[config.mk]
export PLATFORM = sky130hd
export DESIGN_NAME = slave_link
export DESIGN_NICKNAME = d
export VERILOG_FILES = /design/src/source/msg_pkg.sv /design/src/source/link_cfg_pkg.sv /design/src/source/cmd_rx.sv /design/src/source/payload_buf.sv /design/src/source/sdp_ctrl.sv /design/src/source/byte_ser.sv /design/src/source/slave_link.sv
export SDC_FILE = /design/constraint.sdc
export NUM_CORES = 1
export LEC_CHECK = 0
export BUFFER_PORTS_ARGS = -buffer_cell sky130_fd_sc_hd__buf_2
export CAP_MARGIN = 25
export CORE_ASPECT_RATIO = 0.7
export CORE_MARGIN = 1.5
export CORE_UTILIZATION = 60
export DETAILED_ROUTE_END_ITERATION = 8
export GPL_ROUTABILITY_DRIVEN = 0
export HOLD_SLACK_MARGIN = 0.02
export PLACE_DENSITY = 0.77
export SLEW_MARGIN = 30
export SYNTH_ARGS = -nofsm -noshare
export SYNTH_HDL_FRONTEND = slang
export SYNTH_SLANG_ARGS = --single-unit
[constraint.sdc]
create_clock -name clk -period 4.4 [get_ports clk]
set_input_delay 0.44 -clock clk [delete_from_list [all_inputs] [get_ports clk]]
set_output_delay 0.44 -clock clk [all_outputs]
set_load 0.005 [all_outputs]
[src/source/msg_pkg.sv]
package msg_pkg;

	localparam logic [7:0] MARKER_SLAVE = 8'hA5;
	localparam logic [7:0] CMD_STATUS   = 8'h53;
	localparam logic [7:0] CMD_DATA     = 8'h44;
	localparam int         MSG_HDR_LEN  = 4;	// Marker, status, length high, length low.

	// Framer phase of a reply.
	localparam logic [1:0] ST_IDLE = 2'd0;
	localparam logic [1:0] ST_HDR  = 2'd1;
	localparam logic [1:0] ST_PL   = 2'd2;

	typedef struct packed {
		logic [2:0] rsvd_hi;
		logic       data_reply;
		logic       rsvd_3;
		logic       sd_busy;
		logic       tx_rdy;		// Enough payload for one data reply.
		logic       rx_err;
	} status_view_t;

	typedef struct packed {
		logic [2:0] rsvd_hi;
		logic       data_reply;
		logic       rsvd_3;
		logic       sd_busy;
		logic       has_next_dp;	// Another full payload is waiting.
		logic       rx_err;
	} data_view_t;

	typedef union packed {
		status_view_t s;
		data_view_t   d;
	} status_word_t;

endpackage

[src/source/link_cfg_pkg.sv]
package link_cfg_pkg;

	localparam int unsigned S_DP_LEN = 8;	// Payload bytes per data reply.
	localparam int unsigned BIT_DIV  = 4;	// Clocks per serial bit.
	localparam int unsigned DP_DEPTH = 32;	// Power of two.

	// Buffer pointer and fill count widths.
	localparam int unsigned DP_PTR_W = $clog2(DP_DEPTH);
	localparam int unsigned DP_CNT_W = $clog2(DP_DEPTH + 1);

	// Framer byte counter, wide enough for header plus payload.
	localparam int unsigned BYTE_CNT_W = $clog2(S_DP_LEN + 8);

	// Serializer bit-period counter.
	localparam int unsigned BIT_CNT_W = $clog2(BIT_DIV + 1);

endpackage

[src/source/cmd_rx.sv]
`timescale 1ns/1ps

module cmd_rx
	import msg_pkg::*;
(
	input  logic       clk,
	input  logic       n_rst,
	input  logic [7:0] rx_byte,
	input  logic       rx_byte_rdy,
	input  logic       rx_err,
	output logic       sd_s_req,
	output logic       sd_d_req,
	output logic       err_flag
);

	logic is_status;
	logic is_data;
	logic bad_strobe;

	assign is_status  = rx_byte == CMD_STATUS;
	assign is_data    = rx_byte == CMD_DATA;
	// Corrupted byte or unknown code.
	assign bad_strobe = rx_byte_rdy && (rx_err || !(is_status || is_data));

	always_ff @(posedge clk or negedge n_rst)
	begin
		if (!n_rst)
		begin
			sd_s_req <= 1'b0;
			sd_d_req <= 1'b0;
		end
		else
		begin
			sd_s_req <= rx_byte_rdy && !rx_err && is_status;
			sd_d_req <= rx_byte_rdy && !rx_err && is_data;
		end
	end

	// Sticky until a request goes out; the framer still sees the old value then.
	always_ff @(posedge clk or negedge n_rst)
	begin
		if (!n_rst)
			err_flag <= 1'b0;
		else if (bad_strobe)
			err_flag <= 1'b1;
		else if (sd_s_req || sd_d_req)
			err_flag <= 1'b0;
	end

	a_one_req: assert property (@(posedge clk) disable iff (!n_rst)
		!(sd_s_req && sd_d_req));

endmodule

[src/source/payload_buf.sv]
`timescale 1ns/1ps

module payload_buf
	import link_cfg_pkg::*;
(
	input  logic       clk,
	input  logic       n_rst,
	input  logic [7:0] dp_byte,
	input  logic       dp_byte_rdy,
	input  logic       sd_d_ack,
	output logic [7:0] sd_d,
	output logic       sd_d_rdy,
	output logic       sd_d_tx_rdy,
	output logic       sd_has_next_dp,
	output logic       dp_full
);

	logic [7:0]          mem [DP_DEPTH];
	logic [DP_PTR_W-1:0] wr_ptr;
	logic [DP_PTR_W-1:0] rd_ptr;
	logic [DP_CNT_W-1:0] count;
	logic                push;
	logic                pop;

	assign push = dp_byte_rdy && !dp_full;	// Dropped when full.
	assign pop  = sd_d_ack && sd_d_rdy;

	always_ff @(posedge clk)
	begin
		if (push)
			mem[wr_ptr] <= dp_byte;
	end

	always_ff @(posedge clk or negedge n_rst)
	begin
		if (!n_rst)
		begin
			wr_ptr <= '0;
			rd_ptr <= '0;
			count  <= '0;
		end
		else
		begin
			if (push)
				wr_ptr <= wr_ptr + 1'b1;
			if (pop)
				rd_ptr <= rd_ptr + 1'b1;
			// Both in one cycle leave the count alone.
			if (push && !pop)
				count <= count + 1'b1;
			else if (pop && !push)
				count <= count - 1'b1;
		end
	end

	assign sd_d           = mem[rd_ptr];
	assign sd_d_rdy       = count != '0;
	assign sd_d_tx_rdy    = count >= DP_CNT_W'(S_DP_LEN);
	assign sd_has_next_dp = count >= DP_CNT_W'(2 * S_DP_LEN);
	assign dp_full        = count == DP_CNT_W'(DP_DEPTH);

	a_no_underflow: assert property (@(posedge clk) disable iff (!n_rst)
		sd_d_ack |-> sd_d_rdy);

	a_no_overflow: assert property (@(posedge clk) disable iff (!n_rst)
		dp_byte_rdy |-> !dp_full);

endmodule

[src/source/sdp_ctrl.sv]
`timescale 1ns/1ps

module sdp_ctrl
	import msg_pkg::*;
	import link_cfg_pkg::*;
(
	input  logic       clk,
	input  logic       n_rst,
	input  logic       sd_s_req,
	input  logic       sd_d_req,
	input  logic       rx_err,
	input  logic       sd_d_tx_rdy,
	input  logic       sd_has_next_dp,
	input  logic       sd_busy,
	input  logic [7:0] sd_d,
	input  logic       sd_d_rdy,
	output logic       sd_d_ack,
	input  logic       cd_busy,
	input  logic       byte_taken,
	output logic [7:0] q,
	output logic       q_rdy,
	output logic       msg_end
);

	logic [1:0]            state;
	logic [BYTE_CNT_W-1:0] byte_cnt;
	logic                  is_data;	// Latched request type.
	logic                  err_l;
	logic                  start;
	logic                  hdr_done;
	logic                  frame_done;
	status_word_t          status;

	assign start      = (state == ST_IDLE) && (sd_s_req || sd_d_req);
	assign hdr_done   = byte_cnt == BYTE_CNT_W'(MSG_HDR_LEN);
	assign frame_done = byte_cnt == BYTE_CNT_W'(MSG_HDR_LEN + S_DP_LEN);

	always_ff @(posedge clk or negedge n_rst)
	begin
		if (!n_rst)
		begin
			is_data <= 1'b0;
			err_l   <= 1'b0;
		end
		else if (start)
		begin
			is_data <= sd_d_req;
			err_l   <= rx_err;
		end
	end

	always_ff @(posedge clk or negedge n_rst)
	begin
		if (!n_rst)
			state <= ST_IDLE;
		else
		begin
			case (state)
				ST_IDLE:
					if (start)
						state <= ST_HDR;
				ST_HDR:
					if (hdr_done && is_data)
						state <= ST_PL;	// Payload may queue behind the last header byte.
					else if (msg_end)
						state <= ST_IDLE;
				ST_PL:
					if (msg_end)
						state <= ST_IDLE;
				default:
					state <= ST_IDLE;
			endcase
		end
	end

	always_ff @(posedge clk or negedge n_rst)
	begin
		if (!n_rst)
			byte_cnt <= '0;
		else if (state == ST_IDLE)
			byte_cnt <= '0;
		else if (byte_taken)
			byte_cnt <= byte_cnt + 1'b1;
	end

	// Status byte, in the view of the reply being sent.
	always_comb
	begin
		status = '0;
		if (is_data)
		begin
			status.d.rx_err      = err_l;
			status.d.has_next_dp = sd_has_next_dp;
			status.d.sd_busy     = sd_busy;
			status.d.data_reply  = 1'b1;
		end
		else
		begin
			status.s.rx_err     = err_l;
			status.s.tx_rdy     = sd_d_tx_rdy;
			status.s.sd_busy    = sd_busy;
			status.s.data_reply = 1'b0;
		end
	end

	always_comb
	begin
		case (byte_cnt)
			BYTE_CNT_W'(0): q = MARKER_SLAVE;
			BYTE_CNT_W'(1): q = status;
			BYTE_CNT_W'(2): q = is_data ? 8'(S_DP_LEN >> 8) : 8'h00;
			BYTE_CNT_W'(3): q = is_data ? 8'(S_DP_LEN) : 8'h00;
			default:        q = sd_d;
		endcase
	end

	assign q_rdy = ((state == ST_HDR) && !hdr_done) ||
		((state == ST_PL) && sd_d_rdy && !frame_done);
	assign sd_d_ack = byte_taken && (state == ST_PL);

	// Last byte has left the line.
	assign msg_end = !cd_busy && (((state == ST_HDR) && !is_data && hdr_done) ||
		((state == ST_PL) && frame_done));

	a_state_legal: assert property (@(posedge clk) disable iff (!n_rst)
		state != 2'd3);

endmodule

[src/source/byte_ser.sv]
`timescale 1ns/1ps

module byte_ser
	import link_cfg_pkg::*;
(
	input  logic       clk,
	input  logic       n_rst,
	input  logic [7:0] q,
	input  logic       q_rdy,
	output logic       byte_taken,
	output logic       cd_busy,
	output logic       tx_line
);

	logic [9:0]           frame;	// Stop, data, start.
	logic [BIT_CNT_W-1:0] div_cnt;
	logic [3:0]           bit_idx;
	logic                 bit_end;

	assign byte_taken = q_rdy && !cd_busy;
	assign bit_end    = div_cnt == BIT_CNT_W'(BIT_DIV - 1);

	always_ff @(posedge clk or negedge n_rst)
	begin
		if (!n_rst)
		begin
			cd_busy <= 1'b0;
			div_cnt <= '0;
			bit_idx <= '0;
		end
		else if (byte_taken)
		begin
			cd_busy <= 1'b1;
			div_cnt <= '0;
			bit_idx <= '0;
		end
		else if (cd_busy)
		begin
			if (bit_end)
			begin
				div_cnt <= '0;
				if (bit_idx == 4'd9)
					cd_busy <= 1'b0;	// End of stop bit.
				else
					bit_idx <= bit_idx + 1'b1;
			end
			else
				div_cnt <= div_cnt + 1'b1;
		end
	end

	always_ff @(posedge clk)
	begin
		if (byte_taken)
			frame <= {1'b1, q, 1'b0};
		else if (cd_busy && bit_end)
			frame <= {1'b1, frame[9:1]};	// LSB first.
	end

	assign tx_line = cd_busy ? frame[0] : 1'b1;

	a_no_load_busy: assert property (@(posedge clk) disable iff (!n_rst)
		cd_busy |-> !byte_taken);

endmodule

[src/source/slave_link.sv]
`timescale 1ns/1ps

module slave_link (
	input  logic       clk,
	input  logic       n_rst,
	input  logic [7:0] rx_byte,
	input  logic       rx_byte_rdy,
	input  logic       rx_err,
	input  logic [7:0] dp_byte,
	input  logic       dp_byte_rdy,
	input  logic       sd_busy,
	output logic       tx_line,
	output logic       msg_end,
	output logic       dp_full
);

	logic       sd_s_req;
	logic       sd_d_req;
	logic       err_flag;
	logic [7:0] sd_d;
	logic       sd_d_rdy;
	logic       sd_d_tx_rdy;
	logic       sd_has_next_dp;
	logic       sd_d_ack;
	logic [7:0] q;
	logic       q_rdy;
	logic       byte_taken;
	logic       cd_busy;

	cmd_rx i_cmd_rx (
		.clk, .n_rst, .rx_byte, .rx_byte_rdy, .rx_err,
		.sd_s_req, .sd_d_req, .err_flag
	);

	payload_buf i_payload_buf (
		.clk, .n_rst, .dp_byte, .dp_byte_rdy, .sd_d_ack,
		.sd_d, .sd_d_rdy, .sd_d_tx_rdy, .sd_has_next_dp, .dp_full
	);

	sdp_ctrl i_sdp_ctrl (
		.clk, .n_rst, .sd_s_req, .sd_d_req,
		.rx_err (err_flag),	// Sticky flag, not the raw strobe qualifier.
		.sd_d_tx_rdy, .sd_has_next_dp, .sd_busy, .sd_d, .sd_d_rdy, .sd_d_ack,
		.cd_busy, .byte_taken, .q, .q_rdy, .msg_end
	);

	byte_ser i_byte_ser (
		.clk, .n_rst, .q, .q_rdy, .byte_taken, .cd_busy, .tx_line
	);

endmodule

==> run summary <==
The number of cells traversed by the worst hold path was 2; the maximum number of pins on one net before global-route repair was 36. After detailed routing, the number of remaining DRC violations is 0. The wire-length estimate of the detail-placed layout is 17410 µm. The biggest fanout along the worst timing path is 10. For the final-report hold violation count, the log shows 0. For the headroom to the max-slew limit, the log shows 38.62%. The longest individual stage delay on the worst path came out at 0.46 ns. The clock root buffer was clkbuf_16. STA classifies the critical path endpoint as a flop. The number of buffers on the longest clock path is 3. The slowest stage of the critical path is the o2111a_1 cell.

The flip-flop and latch count after synthesis came out at 300. Walking the worst path, the cells encountered are inv_1, ha_1, nand3_1, o2111a_1, inv_1, ha_1, inv_1, ha_1, a21o_2, a21oi_1, or4_1, nand4_1, xnor2_1. Global routing consumed, over all layers together, 25.71% of the routing resources. In the synthesized netlist the dominant register cell turns out to be edfxtp_1.

In this run, CTS created clock tree buffers numbering 26. The final critical path takes up 78.33% of the cycle. The initialized floorplan defines 43 standard-cell rows.

Setup slack on the worst reg-to-reg path comes out at 0.95 ns. Timing would allow up to 290.2 MHz. The run gives 40140 µm as the global-route wire length before repair.

Clock-pin slew was measured on the worst setup and hold paths at 0.07 ns. Routed via count divided by cell count: 6.565. The residual antenna-violating net count after detailed routing was 0; the final period demand of the worst path was 3.446 ns.

The tools report the H-tree depth as 1. Dividing total power by cell area gives a power density of 477.8 nW/µm². For the worst setup path, the data arrival time is 3.86 ns. STA puts the critical path data required time at 4.82 ns.

The number of setup buffers added after CTS is 0, and the total power is 0.006436 W. TritonCTS built the clock tree. The die is 174.6 µm wide.

The synthesized netlist occupies a cell area of 12370 µm². The post-synth net total is 746, and the initial DRC count is 829. Of the post-synthesis cell area, the dominant cell type holds 64.11%. In this run the standard cell core region covers 20010 µm².

Setup violations remaining at the end of the flow were counted as 0. The number of standard cells in the layout, taps in and fillers out was 1019. The worst hold path terminates at i_cmd_rx.sd_d_req. For the final routed database, the setup TNS stands at 0 ns. Counting flops with an async set or reset pin after synthesis yields a share of 11.67%. On the final layout, the worst clock skew is 0.01082 ns. The die covers 21490 µm². Class of the worst hold path: input port to flop. The number of maximum-capacitance violations is 0, and the detailed-route via count is 6690.

The sequential share of the synthesized area was 71.35%; the peak supply drop was 0.5660 mV. The number of max-slew violations in the final report is 0. In this run the critical register-to-register path is captured at i_payload_buf.count[5]. The tree built by TritonCTS fans out to 300 sinks. The area growth from synthesis to layout is 8.945%. In this run the tool buffered the top-level ports with 24 buffer cells.

By startpoint and endpoint, the worst setup path is classified as flop to flop. In this run, placement finished with an instance count of 970. Global routing finished with a remaining overflow of 0.

A synthesized cell averages 17.52 µm². The initial antenna violation count is 0, and the count of nets after finishing is 769. The startpoint kind of the worst setup timing path was a flop. The tightest hold path in the finished design has a slack of 0.09996 ns. Static leakage power: 4.353 nW. The initial utilization of the core area, before any placement, comes to 61.78%. Clock latency on the worst-skew pair, taken at its later pin, is 0.54 ns.

During I/O placement, the number of pins put on the boundary was 25. The number of cells on the worst reg-to-reg path is 13. The antenna diode instance count was 0. The biggest area contributor in the post-synthesis netlist is edfxtp_1.

Setup repair after global routing left no endpoint under its margin. From bottom edge to top edge, the die measures 123.1 µm. The average routed wire per standard cell works out to 26.10 µm. Synthesis produced 706 cells. Wires add up to 26600 µm. In this run the most critical hold path is launched from rx_byte[0]. Counting flops with a built-in enable in the synthesized netlist gives 264. For the via count of the first global-routing pass, the log shows 6588.

The fraction of final layout cells with drive strength greater than 1 is 19.49%, and the iteration count of the initial detailed-routing pass is 5. The netlist uses 65 different library cells. The total of warnings raised by yosys came out at 0. Startpoint of the most critical register-to-register path: i_sdp_ctrl.byte_cnt[0].

The flow ran to the end, and the final reports show no timing, DRC or antenna violations. Sorting the synthesized cells by area gives the leading types as edfxtp_1, mux4_2, dfrtp_1. At the pin with the least slew margin, the transition time is 0.9172 ns.
## cell usage in the layout (no fill, tap or decap), types with 7 or more instances in the layout
| cell type | n |
|---|---|
| xnor2_1 | 13 |
| buf_2 | 24 |
| a22oi_1 | 10 |
| a21oi_1 | 12 |
| o221ai_1 | 7 |
| edfxtp_1 | 264 |
| clkinv_2 | 9 |
| mux2i_1 | 26 |
| o21ai_0 | 14 |
| a211oi_1 | 12 |
| clkbuf_16 | 27 |
| nand2_1 | 27 |
| mux4_2 | 51 |
| mux2_2 | 7 |
| dfrtp_1 | 32 |
| ha_1 | 17 |
| nor2_1 | 53 |
| inv_1 | 13 |
| o22ai_1 | 7 |
## cell type report
| type | instances | area (µm²) |
|---|---|---|
| clock buffers | 34 | 721.9 |
| clock inverters | 14 | 63.81 |
| fillers | 1332 | 6543 |
| inverters | 13 | 48.80 |
| multi-input cells | 357 | 3282 |
| flip-flops and latches | 300 | 8830 |
| well taps | 270 | 337.8 |
| repair buffers | 31 | 187.7 |
## stage by stage
| stage | cell area, µm² | setup slack, ns | util, % |
|---|---|---|---|
| floorplan | 12370 | 1.383 | - |
| global placement | 12650 | 1.107 | 63.19 |
| detailed placement | 12670 | 0.9838 | 63.32 |
| CTS | 13470 | 0.9668 | 67.30 |
| global route | 13470 | 0.7158 | 67.31 |
| finish | 13470 | 0.9536 | 67.31 |
## cells by family (layout without fill, tap and decap cells)
| kind of cell | after synthesis | after routing | synth area share [%] |
|---|---|---|---|
| flops | 300 | 300 | 71.35 |
| simple gates | 138 | 138 | 5.464 |
| compound gates | 99 | 99 | 5.828 |
| mux | 84 | 84 | 12.03 |
| buf+inv | 49 | 92 | 2.165 |
| fa+ha+maj | 18 | 18 | 1.882 |
| xor+xnor | 18 | 18 | 1.275 |
## sequential cells by signal, indices dropped and copies added (netlist names), 2 cells and up
signal                count
i_payload_buf.wr_ptr      5
i_payload_buf.rd_ptr      5
i_byte_ser.bit_idx        4
i_payload_buf.count       6
i_byte_ser.frame          9
i_sdp_ctrl.byte_cnt       4
i_byte_ser.div_cnt        3
i_sdp_ctrl.state          2
i_payload_buf.mem       256
## how the worst max path moves through the flow
stage | start | to | slack, ns | cells past startpoint
after CTS | i_payload_buf.count[0] | i_payload_buf.count[5] | 0.97 | 11
after detailed placement | i_payload_buf.count[0] | i_payload_buf.count[5] | 0.98 | 11
after global placement | i_payload_buf.count[0] | i_payload_buf.count[5] | 1.11 | 11
after global routing | i_sdp_ctrl.byte_cnt[0] | i_payload_buf.count[5] | 0.72 | 13
final | i_sdp_ctrl.byte_cnt[0] | i_payload_buf.count[5] | 0.95 | 13
after floorplan | i_payload_buf.count[0] | i_payload_buf.count[5] | 1.38 | 12
## cell usage after synthesis (7+ instances only)
master / number
a211oi_1: 12
a21oi_1: 12
a22oi_1: 10
buf_2: 13
clkbuf_1: 11
dfrtp_1: 35
edfxtp_1: 264
ha_1: 17
inv_1: 13
mux2_2: 7
mux2i_1: 26
mux4_2: 51
nand2_1: 27
nor2_1: 54
o21ai_0: 15
o221ai_1: 7
o22ai_1: 7
xnor2_1: 13
## power breakdown
part	internal, W	switching (W)	total [W]	leakage, nW
logic	0.000276	0.000478	0.000754	1.13
registers	0.00338	0.000166	0.00354	2.83
clock network	0.00115	0.000985	0.00214	0.396
total	0.00481	0.00163	0.00644	4.35
## what timing repair did
item,CTS,global route
endpoints found under the hold margin,5,0
gates resized for setup,0,0
hold buffers,1,0
## layer usage
metal	part of all wire (%)	wire (µm)	track usage, %
met4	2.1	569	6.197
met1	41	11000	37.90
met3	10	2728	6.089
met2	46	12300	39.64
met5	0	0	0
## critical path, delay by kind of cell, from the launching register on
family	cells	cell delay [ns]
adder cells (fa/ha/maj)	3	0.91
AND/OR/NAND/NOR	3	0.44
AO/OA/AOI/OAI	3	0.88
flip-flops	1	0.45
buffers and inverters	3	0.48
XOR/XNOR	1	0.16
(Power assumes the default switching activity.)
